$ cat config.mk
export PLATFORM = sky130hd
export DESIGN_NAME = core_top
export DESIGN_NICKNAME = d
export VERILOG_FILES = /design/src/hdl/isa_pkg.sv /design/src/hdl/pipe_pkg.sv /design/src/hdl/core_top.sv /design/src/hdl/ex_stage.sv /design/src/hdl/gpr_file.sv /design/src/hdl/id_decoder.sv /design/src/hdl/id_reg.sv /design/src/hdl/mul_counter.sv /design/src/hdl/pipe_ctrl.sv /design/src/hdl/shift_add_mul.sv
export SDC_FILE = /design/constraint.sdc
export NUM_CORES = 2
export LEC_CHECK = 0
export ABC_AREA = 0
export BUFFER_PORTS_ARGS = -buffer_cell sky130_fd_sc_hd__buf_2
export CAP_MARGIN = 20
export CORE_MARGIN = 2
export CORE_UTILIZATION = 30
export CTS_BUF_LIST = sky130_fd_sc_hd__clkbuf_8
export DETAILED_ROUTE_END_ITERATION = 8
export SYNTH_ARGS = -nofsm -noshare
export SYNTH_HDL_FRONTEND = slang
export SYNTH_SLANG_ARGS = --single-unit
export TNS_END_PERCENT = 10
$ cat constraint.sdc
create_clock -name clk -period 10.75 [get_ports clk]
set_input_delay 0.5375 -clock clk [delete_from_list [all_inputs] [get_ports clk]]
set_output_delay 0.5375 -clock clk [all_outputs]
set_load 0.02 [all_outputs]
$ cat src/hdl/isa_pkg.sv
// ------------------------------
// isa package
// opcode encoding, instruction field positions and
// the register address width of the core
// ------------------------------
package isa_pkg;

	// instruction word fields
	localparam int OPC_MSB    = 31;  // opcode top bit
	localparam int OPC_LSB    = 26;  // opcode low bit
	localparam int RD_LSB     = 21;  // dest reg, 5 bits
	localparam int RS_LSB     = 16;  // first source
	localparam int RT_LSB     = 11;  // second source, overlaps imm
	localparam int IMM_W      = 16;  // imm in [15:0]
	localparam int REG_ADDR_W = 5;   // 32 gprs

	// ------------------------------
	// opcodes
	// ------------------------------
	typedef enum logic [5:0] {
		OP_NOP  = 6'h00,
		OP_ADD  = 6'h01,
		OP_SUB  = 6'h02,
		OP_AND  = 6'h03,
		OP_OR   = 6'h04,
		OP_XOR  = 6'h05,
		OP_ADDI = 6'h06,  // rd = rs + sext(imm)
		OP_LUI  = 6'h07,  // rd = imm << 16
		OP_LW   = 6'h08,  // rd = mem[rs + sext(imm)]
		OP_SW   = 6'h09,  // mem[rs + sext(imm)] = rd
		OP_MUL  = 6'h0a   // rd = low word of rs * rt
	} opcode_e;

endpackage

$ cat src/hdl/pipe_pkg.sv
// ------------------------------
// pipeline package
// data width, ex stage operation codes, controller
// states and multiplier / data memory sizes
// ------------------------------
package pipe_pkg;

	localparam int WORD_W = 32;  // data word

	// alu operation, decided in id
	typedef enum logic [2:0] {
		ALU_NOP    = 3'd0,
		ALU_ADD    = 3'd1,
		ALU_SUB    = 3'd2,
		ALU_AND    = 3'd3,
		ALU_OR     = 3'd4,
		ALU_XOR    = 3'd5,
		ALU_PASS_B = 3'd6,  // lui
		ALU_MUL    = 3'd7   // iterative, not in the alu proper
	} alu_op_e;

	// data memory access
	typedef enum logic [1:0] {
		MEM_NOP   = 2'd0,
		MEM_LOAD  = 2'd1,
		MEM_STORE = 2'd2
	} mem_op_e;

	// multiply controller
	typedef enum logic {
		ST_RUN = 1'b0,  // normal issue
		ST_MUL = 1'b1   // stepping the multiplier
	} ctrl_state_e;

	localparam int MUL_STEPS   = 32;  // one per multiplier bit
	localparam int MUL_CNT_W   = 6;
	localparam int DMEM_DEPTH  = 16;  // words
	localparam int DMEM_ADDR_W = 4;   // word index, addr bits [5:2]

endpackage

$ cat src/hdl/core_top.sv
// ------------------------------
// core slice top level
// decode, id/ex register, ex stage, register file
// and the multiply controller
// ------------------------------
`timescale 1ns/1ps

module core_top import isa_pkg::*, pipe_pkg::*; (
	input  logic                  clk,
	input  logic                  rst_n,
	input  logic [31:0]           instr,
	input  logic                  instr_valid,
	input  logic                  flush,
	output logic                  stall,        // fetch holds instr while high
	output logic                  retire_valid,
	output logic                  retire_we,
	output logic [REG_ADDR_W-1:0] retire_addr,
	output logic [WORD_W-1:0]     retire_data
);

	// decode <-> gpr / bypass
	logic [REG_ADDR_W-1:0] rs_addr, rt_addr;
	logic [WORD_W-1:0]     rs_data, rt_data;
	logic                  fwd_we;
	logic [REG_ADDR_W-1:0] fwd_addr;
	logic [WORD_W-1:0]     fwd_data;
	// decode -> id/ex
	logic                  en, gpr_we;
	alu_op_e               alu_op;
	mem_op_e               mem_op;
	logic [WORD_W-1:0]     alu_in_0, alu_in_1, mem_wr_data;
	logic [REG_ADDR_W-1:0] dst_addr;
	// id/ex -> ex
	logic                  id_en, id_gpr_we;
	alu_op_e               id_alu_op;
	mem_op_e               id_mem_op;
	logic [WORD_W-1:0]     id_alu_in_0, id_alu_in_1, id_mem_wr_data;
	logic [REG_ADDR_W-1:0] id_dst_addr;
	// write-back and multiply control
	logic                  wb_we;
	logic [REG_ADDR_W-1:0] wb_addr;
	logic [WORD_W-1:0]     wb_data;
	logic                  mul_req, mul_start, mul_step, mul_done, last_step;

	id_decoder i_id_decoder (
		.instr, .instr_valid, .rs_addr, .rt_addr, .rs_data, .rt_data,
		.fwd_we, .fwd_addr, .fwd_data, .en, .alu_op, .alu_in_0, .alu_in_1,
		.mem_op, .mem_wr_data, .dst_addr, .gpr_we
	);

	gpr_file i_gpr_file (
		.clk, .rst_n, .rs_addr, .rt_addr, .rs_data, .rt_data,
		.we (wb_we), .wr_addr (wb_addr), .wr_data (wb_data)
	);

	id_reg i_id_reg (
		.clk, .rst_n, .stall, .flush, .if_en (en), .alu_op, .alu_in_0,
		.alu_in_1, .mem_op, .mem_wr_data, .dst_addr, .gpr_we, .id_en,
		.id_alu_op, .id_alu_in_0, .id_alu_in_1, .id_mem_op, .id_mem_wr_data,
		.id_dst_addr, .id_gpr_we
	);

	ex_stage i_ex_stage (
		.clk, .rst_n, .id_en, .id_alu_op, .id_alu_in_0, .id_alu_in_1,
		.id_mem_op, .id_mem_wr_data, .id_dst_addr, .id_gpr_we, .mul_start,
		.mul_step, .mul_done, .mul_req, .fwd_we, .fwd_addr, .fwd_data,
		.gpr_we (wb_we), .gpr_addr (wb_addr), .gpr_data (wb_data),
		.retire_valid, .retire_we, .retire_addr, .retire_data
	);

	pipe_ctrl i_pipe_ctrl (
		.clk, .rst_n, .mul_req, .last_step, .mul_start, .mul_step,
		.mul_done, .stall
	);

	mul_counter i_mul_counter (
		.clk, .rst_n, .load (mul_start), .dec (mul_step), .last_step
	);

endmodule

$ cat src/hdl/ex_stage.sv
// ------------------------------
// ex stage
// alu, data memory, multiplier hookup and the
// registered retire / write-back of each instruction
// ------------------------------
`timescale 1ns/1ps

module ex_stage import isa_pkg::*, pipe_pkg::*; (
	input  logic                  clk,
	input  logic                  rst_n,
	input  logic                  id_en,
	input  alu_op_e               id_alu_op,
	input  logic [WORD_W-1:0]     id_alu_in_0,
	input  logic [WORD_W-1:0]     id_alu_in_1,
	input  mem_op_e               id_mem_op,
	input  logic [WORD_W-1:0]     id_mem_wr_data,
	input  logic [REG_ADDR_W-1:0] id_dst_addr,
	input  logic                  id_gpr_we,
	input  logic                  mul_start,
	input  logic                  mul_step,
	input  logic                  mul_done,
	output logic                  mul_req,
	output logic                  fwd_we,        // bypass to decode
	output logic [REG_ADDR_W-1:0] fwd_addr,
	output logic [WORD_W-1:0]     fwd_data,
	output logic                  gpr_we,        // gpr write port
	output logic [REG_ADDR_W-1:0] gpr_addr,
	output logic [WORD_W-1:0]     gpr_data,
	output logic                  retire_valid,
	output logic                  retire_we,
	output logic [REG_ADDR_W-1:0] retire_addr,
	output logic [WORD_W-1:0]     retire_data
);

	logic [WORD_W-1:0]      dmem [DMEM_DEPTH];
	logic [WORD_W-1:0]      alu_res;
	logic [WORD_W-1:0]      product;
	logic [WORD_W-1:0]      wb_data;
	logic [DMEM_ADDR_W-1:0] dmem_addr;
	logic                   is_mul;
	logic                   mul_fin;   // mul retired, id/ex not yet reloaded
	logic                   wb_fire;   // instruction completes this cycle
	logic                   wb_we;

	shift_add_mul i_shift_add_mul (
		.clk     (clk),
		.rst_n   (rst_n),
		.start   (mul_start),
		.step    (mul_step),
		.a       (id_alu_in_0),
		.b       (id_alu_in_1),
		.product (product)
	);

	always_comb begin
		case (id_alu_op)
			ALU_ADD:    alu_res = id_alu_in_0 + id_alu_in_1;
			ALU_SUB:    alu_res = id_alu_in_0 - id_alu_in_1;
			ALU_AND:    alu_res = id_alu_in_0 & id_alu_in_1;
			ALU_OR:     alu_res = id_alu_in_0 | id_alu_in_1;
			ALU_XOR:    alu_res = id_alu_in_0 ^ id_alu_in_1;
			ALU_PASS_B: alu_res = id_alu_in_1;
			default:    alu_res = '0;  // nop, mul goes through product
		endcase
	end

	assign dmem_addr = alu_res[DMEM_ADDR_W+1:2];  // word index
	assign is_mul    = id_en && (id_alu_op == ALU_MUL);
	assign mul_req   = is_mul && !mul_fin;
	assign wb_fire   = id_en && (!is_mul || mul_done);
	assign wb_we     = wb_fire && id_gpr_we;

	// load data, product or alu result
	assign wb_data = (id_mem_op == MEM_LOAD) ? dmem[dmem_addr] :
	                 is_mul                  ? product : alu_res;

	assign fwd_we   = wb_we;
	assign fwd_addr = id_dst_addr;
	assign fwd_data = wb_data;
	assign gpr_we   = wb_we;  // written at the retire edge
	assign gpr_addr = id_dst_addr;
	assign gpr_data = wb_data;

	// ------------------------------
	// retire regs and store
	// ------------------------------
	always_ff @(posedge clk) begin
		if (!rst_n) begin
			retire_valid <= 1'b0;
			retire_we    <= 1'b0;
			retire_addr  <= '0;
			retire_data  <= '0;
			mul_fin      <= 1'b0;
		end else begin
			retire_valid <= wb_fire;
			mul_fin      <= mul_done;  // covers the one cycle id/ex still holds it
			if (wb_fire) begin
				retire_we   <= wb_we;
				retire_addr <= id_dst_addr;
				retire_data <= wb_data;
			end
		end
	end

	always_ff @(posedge clk) begin
		if (wb_fire && (id_mem_op == MEM_STORE)) begin
			dmem[dmem_addr] <= id_mem_wr_data;
		end
	end

endmodule

$ cat src/hdl/gpr_file.sv
// ------------------------------
// general purpose register file
// 32 x 32, two async reads, one sync write, r0 fixed zero
// ------------------------------
`timescale 1ns/1ps

module gpr_file import isa_pkg::*, pipe_pkg::*; (
	input  logic                  clk,
	input  logic                  rst_n,
	input  logic [REG_ADDR_W-1:0] rs_addr,  // read port 0
	input  logic [REG_ADDR_W-1:0] rt_addr,  // read port 1
	output logic [WORD_W-1:0]     rs_data,
	output logic [WORD_W-1:0]     rt_data,
	input  logic                  we,       // write port, from ex
	input  logic [REG_ADDR_W-1:0] wr_addr,
	input  logic [WORD_W-1:0]     wr_data
);

	logic [WORD_W-1:0] regs [2**REG_ADDR_W];

	always_ff @(posedge clk) begin
		if (!rst_n) begin
			for (int i = 0; i < 2**REG_ADDR_W; i++) begin
				regs[i] <= '0;
			end
		end else if (we && (wr_addr != '0)) begin  // r0 never written
			regs[wr_addr] <= wr_data;
		end
	end

	assign rs_data = regs[rs_addr];
	assign rt_data = regs[rt_addr];

endmodule

$ cat src/hdl/id_decoder.sv
// ------------------------------
// instruction decoder
// maps opcode to alu, memory and write-back controls,
// picks operands and applies the ex bypass
// ------------------------------
`timescale 1ns/1ps

module id_decoder import isa_pkg::*, pipe_pkg::*; (
	input  logic [31:0]           instr,
	input  logic                  instr_valid,
	output logic [REG_ADDR_W-1:0] rs_addr,      // to gpr file
	output logic [REG_ADDR_W-1:0] rt_addr,
	input  logic [WORD_W-1:0]     rs_data,
	input  logic [WORD_W-1:0]     rt_data,
	input  logic                  fwd_we,       // ex write-back this cycle
	input  logic [REG_ADDR_W-1:0] fwd_addr,
	input  logic [WORD_W-1:0]     fwd_data,
	output logic                  en,
	output alu_op_e               alu_op,
	output logic [WORD_W-1:0]     alu_in_0,
	output logic [WORD_W-1:0]     alu_in_1,
	output mem_op_e               mem_op,
	output logic [WORD_W-1:0]     mem_wr_data,
	output logic [REG_ADDR_W-1:0] dst_addr,
	output logic                  gpr_we
);

	opcode_e           opc;
	logic [IMM_W-1:0]  imm;
	logic [WORD_W-1:0] imm_sext;   // addi, lw, sw
	logic [WORD_W-1:0] imm_upper;  // lui
	logic [WORD_W-1:0] rs_val;     // after bypass
	logic [WORD_W-1:0] rt_val;

	assign opc       = opcode_e'(instr[OPC_MSB:OPC_LSB]);
	assign imm       = instr[IMM_W-1:0];
	assign imm_sext  = {{(WORD_W-IMM_W){imm[IMM_W-1]}}, imm};
	assign imm_upper = {imm, {(WORD_W-IMM_W){1'b0}}};
	assign dst_addr  = instr[RD_LSB +: REG_ADDR_W];
	assign en        = instr_valid;

	// sw reads its store data from the rd field
	assign rs_addr = instr[RS_LSB +: REG_ADDR_W];
	assign rt_addr = (opc == OP_SW) ? instr[RD_LSB +: REG_ADDR_W] : instr[RT_LSB +: REG_ADDR_W];

	// bypass from ex, r0 never forwarded
	assign rs_val = (fwd_we && (fwd_addr == rs_addr) && (rs_addr != '0)) ? fwd_data : rs_data;
	assign rt_val = (fwd_we && (fwd_addr == rt_addr) && (rt_addr != '0)) ? fwd_data : rt_data;

	assign alu_in_0    = rs_val;
	assign mem_wr_data = rt_val;

	// ------------------------------
	// control decode
	// ------------------------------
	always_comb begin
		alu_op   = ALU_NOP;  // unknown opcodes land here
		alu_in_1 = rt_val;
		mem_op   = MEM_NOP;
		gpr_we   = 1'b0;
		case (opc)
			OP_ADD:  begin alu_op = ALU_ADD; gpr_we = instr_valid; end
			OP_SUB:  begin alu_op = ALU_SUB; gpr_we = instr_valid; end
			OP_AND:  begin alu_op = ALU_AND; gpr_we = instr_valid; end
			OP_OR:   begin alu_op = ALU_OR;  gpr_we = instr_valid; end
			OP_XOR:  begin alu_op = ALU_XOR; gpr_we = instr_valid; end
			OP_MUL:  begin alu_op = ALU_MUL; gpr_we = instr_valid; end
			OP_ADDI: begin
				alu_op   = ALU_ADD;
				alu_in_1 = imm_sext;
				gpr_we   = instr_valid;
			end
			OP_LUI: begin
				alu_op   = ALU_PASS_B;
				alu_in_1 = imm_upper;
				gpr_we   = instr_valid;
			end
			OP_LW: begin
				alu_op   = ALU_ADD;  // effective address
				alu_in_1 = imm_sext;
				mem_op   = MEM_LOAD;
				gpr_we   = instr_valid;
			end
			OP_SW: begin
				alu_op   = ALU_ADD;
				alu_in_1 = imm_sext;
				mem_op   = MEM_STORE;  // retires with we low
			end
			default: ;  // nop, retires without write
		endcase
	end

endmodule

$ cat src/hdl/id_reg.sv
// ------------------------------
// id/ex stage register
// holds on stall, takes a bubble on flush or reset,
// otherwise latches the decode results
// ------------------------------
`timescale 1ns/1ps

module id_reg import isa_pkg::*, pipe_pkg::*; (
	input  logic                  clk,
	input  logic                  rst_n,
	input  logic                  stall,           // from pipe ctrl
	input  logic                  flush,           // ignored while stalled
	input  logic                  if_en,           // instr valid
	// decode results
	input  alu_op_e               alu_op,
	input  logic [WORD_W-1:0]     alu_in_0,
	input  logic [WORD_W-1:0]     alu_in_1,
	input  mem_op_e               mem_op,
	input  logic [WORD_W-1:0]     mem_wr_data,
	input  logic [REG_ADDR_W-1:0] dst_addr,
	input  logic                  gpr_we,          // active high
	// to ex
	output logic                  id_en,
	output alu_op_e               id_alu_op,
	output logic [WORD_W-1:0]     id_alu_in_0,
	output logic [WORD_W-1:0]     id_alu_in_1,
	output mem_op_e               id_mem_op,
	output logic [WORD_W-1:0]     id_mem_wr_data,
	output logic [REG_ADDR_W-1:0] id_dst_addr,
	output logic                  id_gpr_we
);

	logic bubble;  // reset or flush, load nop defaults

	assign bubble = !rst_n || (!stall && flush);

	always_ff @(posedge clk) begin
		if (bubble) begin
			id_en          <= 1'b0;
			id_alu_op      <= ALU_NOP;
			id_alu_in_0    <= '0;
			id_alu_in_1    <= '0;
			id_mem_op      <= MEM_NOP;
			id_mem_wr_data <= '0;
			id_dst_addr    <= '0;
			id_gpr_we      <= 1'b0;
		end else if (!stall) begin  // hold otherwise
			id_en          <= if_en;
			id_alu_op      <= alu_op;
			id_alu_in_0    <= alu_in_0;
			id_alu_in_1    <= alu_in_1;
			id_mem_op      <= mem_op;
			id_mem_wr_data <= mem_wr_data;
			id_dst_addr    <= dst_addr;
			id_gpr_we      <= gpr_we;
		end
	end

endmodule

$ cat src/hdl/mul_counter.sv
// ------------------------------
// multiply step counter
// loadable down counter, flags the last step
// ------------------------------
`timescale 1ns/1ps

module mul_counter import pipe_pkg::*; (
	input  logic clk,
	input  logic rst_n,
	input  logic load,       // mul_start
	input  logic dec,        // mul_step
	output logic last_step
);

	logic [MUL_CNT_W-1:0] cnt;

	always_ff @(posedge clk) begin
		if (!rst_n) begin
			cnt <= '0;
		end else if (load) begin
			cnt <= MUL_CNT_W'(MUL_STEPS - 1);
		end else if (dec && (cnt != '0)) begin
			cnt <= cnt - 1'b1;
		end
	end

	assign last_step = (cnt == '0);

endmodule

$ cat src/hdl/pipe_ctrl.sv
// ------------------------------
// pipeline controller
// starts the multiply, enables its steps and stalls
// the front end until the last step
// ------------------------------
`timescale 1ns/1ps

module pipe_ctrl import pipe_pkg::*; (
	input  logic clk,
	input  logic rst_n,
	input  logic mul_req,    // valid mul in id/ex
	input  logic last_step,  // from counter
	output logic mul_start,
	output logic mul_step,
	output logic mul_done,
	output logic stall
);

	ctrl_state_e state;
	ctrl_state_e state_next;

	always_ff @(posedge clk) begin
		if (!rst_n) begin
			state <= ST_RUN;
		end else begin
			state <= state_next;
		end
	end

	always_comb begin
		state_next = state;
		case (state)
			ST_RUN:  if (mul_req) state_next = ST_MUL;
			ST_MUL:  if (last_step) state_next = ST_RUN;
			default: state_next = ST_RUN;
		endcase
	end

	assign mul_start = (state == ST_RUN) && mul_req;  // one cycle
	assign mul_step  = (state == ST_MUL);
	assign mul_done  = (state == ST_MUL) && last_step;
	assign stall     = mul_start || mul_step;          // request cycle through done

endmodule

$ cat src/hdl/shift_add_mul.sv
// ------------------------------
// shift-and-add multiplier
// one partial product per enabled step, low word kept
// ------------------------------
`timescale 1ns/1ps

module shift_add_mul import pipe_pkg::*; (
	input  logic              clk,
	input  logic              rst_n,
	input  logic              start,    // load operands
	input  logic              step,     // one bit per cycle
	input  logic [WORD_W-1:0] a,        // multiplicand
	input  logic [WORD_W-1:0] b,        // multiplier
	output logic [WORD_W-1:0] product   // valid in last step cycle
);

	logic [WORD_W-1:0] mcand;
	logic [WORD_W-1:0] mplier;
	logic [WORD_W-1:0] acc;
	logic [WORD_W-1:0] acc_next;

	// accumulator after the current step
	assign acc_next = mplier[0] ? (acc + mcand) : acc;
	assign product  = acc_next;  // last step result seen same cycle

	always_ff @(posedge clk) begin
		if (!rst_n) begin
			mcand  <= '0;
			mplier <= '0;
			acc    <= '0;
		end else if (start) begin
			mcand  <= a;
			mplier <= b;
			acc    <= '0;
		end else if (step) begin
			acc    <= acc_next;
			mcand  <= mcand << 1;   // upper bits fall off
			mplier <= mplier >> 1;
		end
	end

endmodule

==> results_dict.tcl <==
set metrics [dict create \
    rsz0062_at_grt "false" \
    design_area_um2 102300 \
    power.density_nw_per_um2 154.3 \
    core_region_area_um2 300300 \
    drtIter0Drc 12830 \
    skew_ns 0.08853 \
    final_cells 12070 \
    yosysSeqAreaShare_pct 56.43 \
    slowest_stage "buf_4" \
    fin_crit_ns 7.718 \
    placedCellCount 11500 \
    cts_inserted_buffers 311 \
    insertion_delay_ns 1.09 \
    syn_to_final_growth_pct 12.92 \
    port_buffers 75 \
    min_path_type "input port to flop" \
    synthFlopType "edfxtp_1" \
    synth_area_um2 90630 \
    post_cts_buffers 0 \
    avgSynthCellArea_um2 11.47 \
    layout-drive-gt1-share_pct 16.34 \
    ys_types 101 \
    critPathLaunchType "flop" \
    slew_headroom_pct 9.724 \
    crit_type "flop to flop" \
    ys_ff_latch 1787 \
    syn_inst 7899 \
    grt_max_degree 134 \
    initial_core_util_pct 30.18 \
    cp_slowest_stage_delay_ns 0.81 \
    grt_use_total_pct 23.64 \
    post-place-ws_ns 3.327 \
    grt_pass1_vias 69630 \
    fin_nets 8056 \
    root_buffer "clkbuf_8" \
    dieArea_um2 306500 \
    overflow 0 \
    crit_fanout 123 \
    cts_tree "yes" \
    path_clk_slew_ns 0.07 \
    vias_per_cell 6.058 \
    drc 13 \
    finalHoldViolCount 0 \
    wl_per_cell_um 31.14 \
    async_flop_share_pct 0 \
    rows 201 \
    fp.dieW_um 553.7 \
    p_total_mw 15.80 \
    vias 73110 \
    yosys_warnings 0 \
    fin_tns_setup_ns 0 \
    wl_um 375800 \
    fin_crit_sh_pct 71.80 \
    rrSetupSlack_ns 3.03 \
    outcome "complete, but fails checks" \
    cap_violations 0 \
    finalMaxSlewViolations 0 \
    path_cells "buf_4, nor2b_1, buf_4, and2_1, nor2_1, xnor2_1, ha_1, xnor2_1, o32a_2, buf_4, nand2_8, buf_4, mux4_2, a211oi_1, o2bb2ai_4, mux2i_1, a221oi_1, a211oi_1" \
    globalplace.congestion 0.9616 \
    final.setup.worst_slack_ns 3.032 \
    num_io_pins 76 \
    fmax_mhz 129.6 \
    die_h_um 553.7 \
    r2r_cells 18 \
    ant_nets 0 \
    first_pass_iters 9 \
    cts_sinks 1787 \
    worst_pin_slew_ns 1.354 \
    h-tree-depth 5 \
    cp.arrival_ns 8.61 \
    dp_hpwl_um 231700 \
    grt_pass1_wl_um 522400 \
    cp.required_ns 11.64 \
    clk_path_buf_depth 4 \
    placed_cell_area_um2 96120 \
    irDropWorstVdd_v 0.0001004 \
    violations "DRC" \
    whs_path_depth 5 \
    cts_resized 0 \
    critPathMostFrequentCell "buf_4" \
    synth_edf_count 1536 \
    setup_viol 0 \
    endpoint_kind "flop" \
    leakagePower_nw 34.26 \
    antenna_found_initial 26 \
]
==> cells in the mapped netlist (all sizes together) (32+ instances only) <==
library cell	count	area share, %
a2111oi	45	0.45
inv	96	0.40
a22oi	33	0.27
nor3	44	0.24
clkbuf	516	2.1
nand4	46	0.32
xnor2	59	0.58
nor2	1259	5.2
a32oi	100	0.97
buf	195	1.0
a221oi	50	0.49
a311oi	73	0.71
and3	152	1.0
a32o	37	0.41
dfxtp	251	5.5
a211oi	112	0.93
mux2i	257	2.8
mux4	374	9.3
mux2	32	0.40
a21oi	287	1.6
nand2	1156	4.8
a31oi	101	0.70
edfxtp	1536	51
o21ai	167	0.93
ha	128	1.8
nand3	288	1.6
==> cells by family after synthesis <==
family / count (synthesis) / synth area share (%)
flops: 1787 / 56.43
other cells: 1 / 0.004138
fa+ha+maj: 130 / 1.811
simple gates: 3126 / 14.61
xor+xnor: 78 / 0.7620
compound gates: 1307 / 10.32
mux: 663 / 12.53
buf+inv: 807 / 3.538
==> layout make-up <==
class	instances	area [um^2]
sequential	1787	51150
antenna	8	20.02
timing repair buffer	358	2818
inverter	96	370.4
clock buffer	338	4652
clock inverter	188	1196
fill	29570	197900
tap	3958	4952
multi-input combinational	5336	37190
==> repair_timing <==
action | 4_1_cts | 5_1_grt
setup endpoints to repair | 0 | 0
hold buffers | 30 | 0
endpoints found under the hold margin | 38 | 0
==> layout by cell type, fill, tap and decap left out, types with 58 or more instances in the layout <==
cell      count
inv_1       174
nor2_1     1237
a31oi_1     100
dfxtp_1     251
ha_1        128
nand3_1     286
a211oi_1    112
clkbuf_8    338
buf_2        70
and3_1      152
a311oi_1     73
xnor2_1      58
a32oi_1     100
mux2i_1     252
edfxtp_1   1536
nand2_1    1095
buf_4       237
o21ai_0     156
a21oi_1     282
mux4_2      374
==> critical path: cells and delay by family (launching register included) <==
kind,cells,cell delay (ns)
simple gates,4,1.79
compound gates,5,1.75
xor+xnor,2,0.34
flops,1,0.31
buf+inv,4,1.83
mux,2,0.91
fa+ha+maj,1,0.37
==> where the power goes <==
group | total [mW] | switching [mW] | internal (mW) | leakage (nW)
Combinational | 1.80 | 1.23 | 0.571 | 13.6
Clock | 6.14 | 2.88 | 3.26 | 3.30
Sequential | 7.86 | 0.174 | 7.69 | 17.4
Total | 15.8 | 4.28 | 11.5 | 34.3
==> metrics by stage <==
step	hold slack [ns]	utilization, %
floorplan	0.4464	-
global placement	0.4418	31.97
detailed placement	0.4479	32.01
CTS	0.03513	34.06
global route	0.1162	34.08
finish	0.1080	34.08
==> routing by layer <==
metal	wire length, um	global-route usage (%)	up-vias
met5	130	0.2344	-
met4	23090	12.38	8
met3	56570	7.604	1159
met2	160100	34.99	6172
met1	135900	30.72	36290
li1	-	-	29480
==> flip-flops by register name, indices dropped and copies added, names as in the netlist, 2 cells and up <==
signal and flops:
i_ex_stage.retire_addr 5, i_ex_stage.retire_data 32, i_ex_stage.dmem 512, i_id_reg.id_dst_addr 5, i_id_reg.id_mem_wr_data 32, i_id_reg.id_alu_in_0 32
i_id_reg.id_alu_in_1 32, i_gpr_file.regs 1024, i_ex_stage.i_shift_add_mul.mcand 32, i_id_reg.id_alu_op 3, i_ex_stage.i_shift_add_mul.mplier 32, i_mul_counter.cnt 6
i_id_reg.id_mem_op 2, i_ex_stage.i_shift_add_mul.acc 32
==> final timing paths <==
path,to,start
max,i_id_reg.id_alu_in_1[16]$_SDFFE_PP0N_,i_id_reg.id_alu_op[1]$_SDFFE_PP0N_
min,i_id_reg.id_alu_op[2]$_SDFFE_PP0N_,instr[28]
max reg2reg,i_id_reg.id_alu_in_1[16]$_SDFFE_PP0N_,i_id_reg.id_alu_op[1]$_SDFFE_PP0N_
min reg2reg,i_ex_stage.retire_data[23]$_SDFFE_PN0P_,i_ex_stage.retire_data[23]$_SDFFE_PN0P_
(Power assumes the default switching activity.)
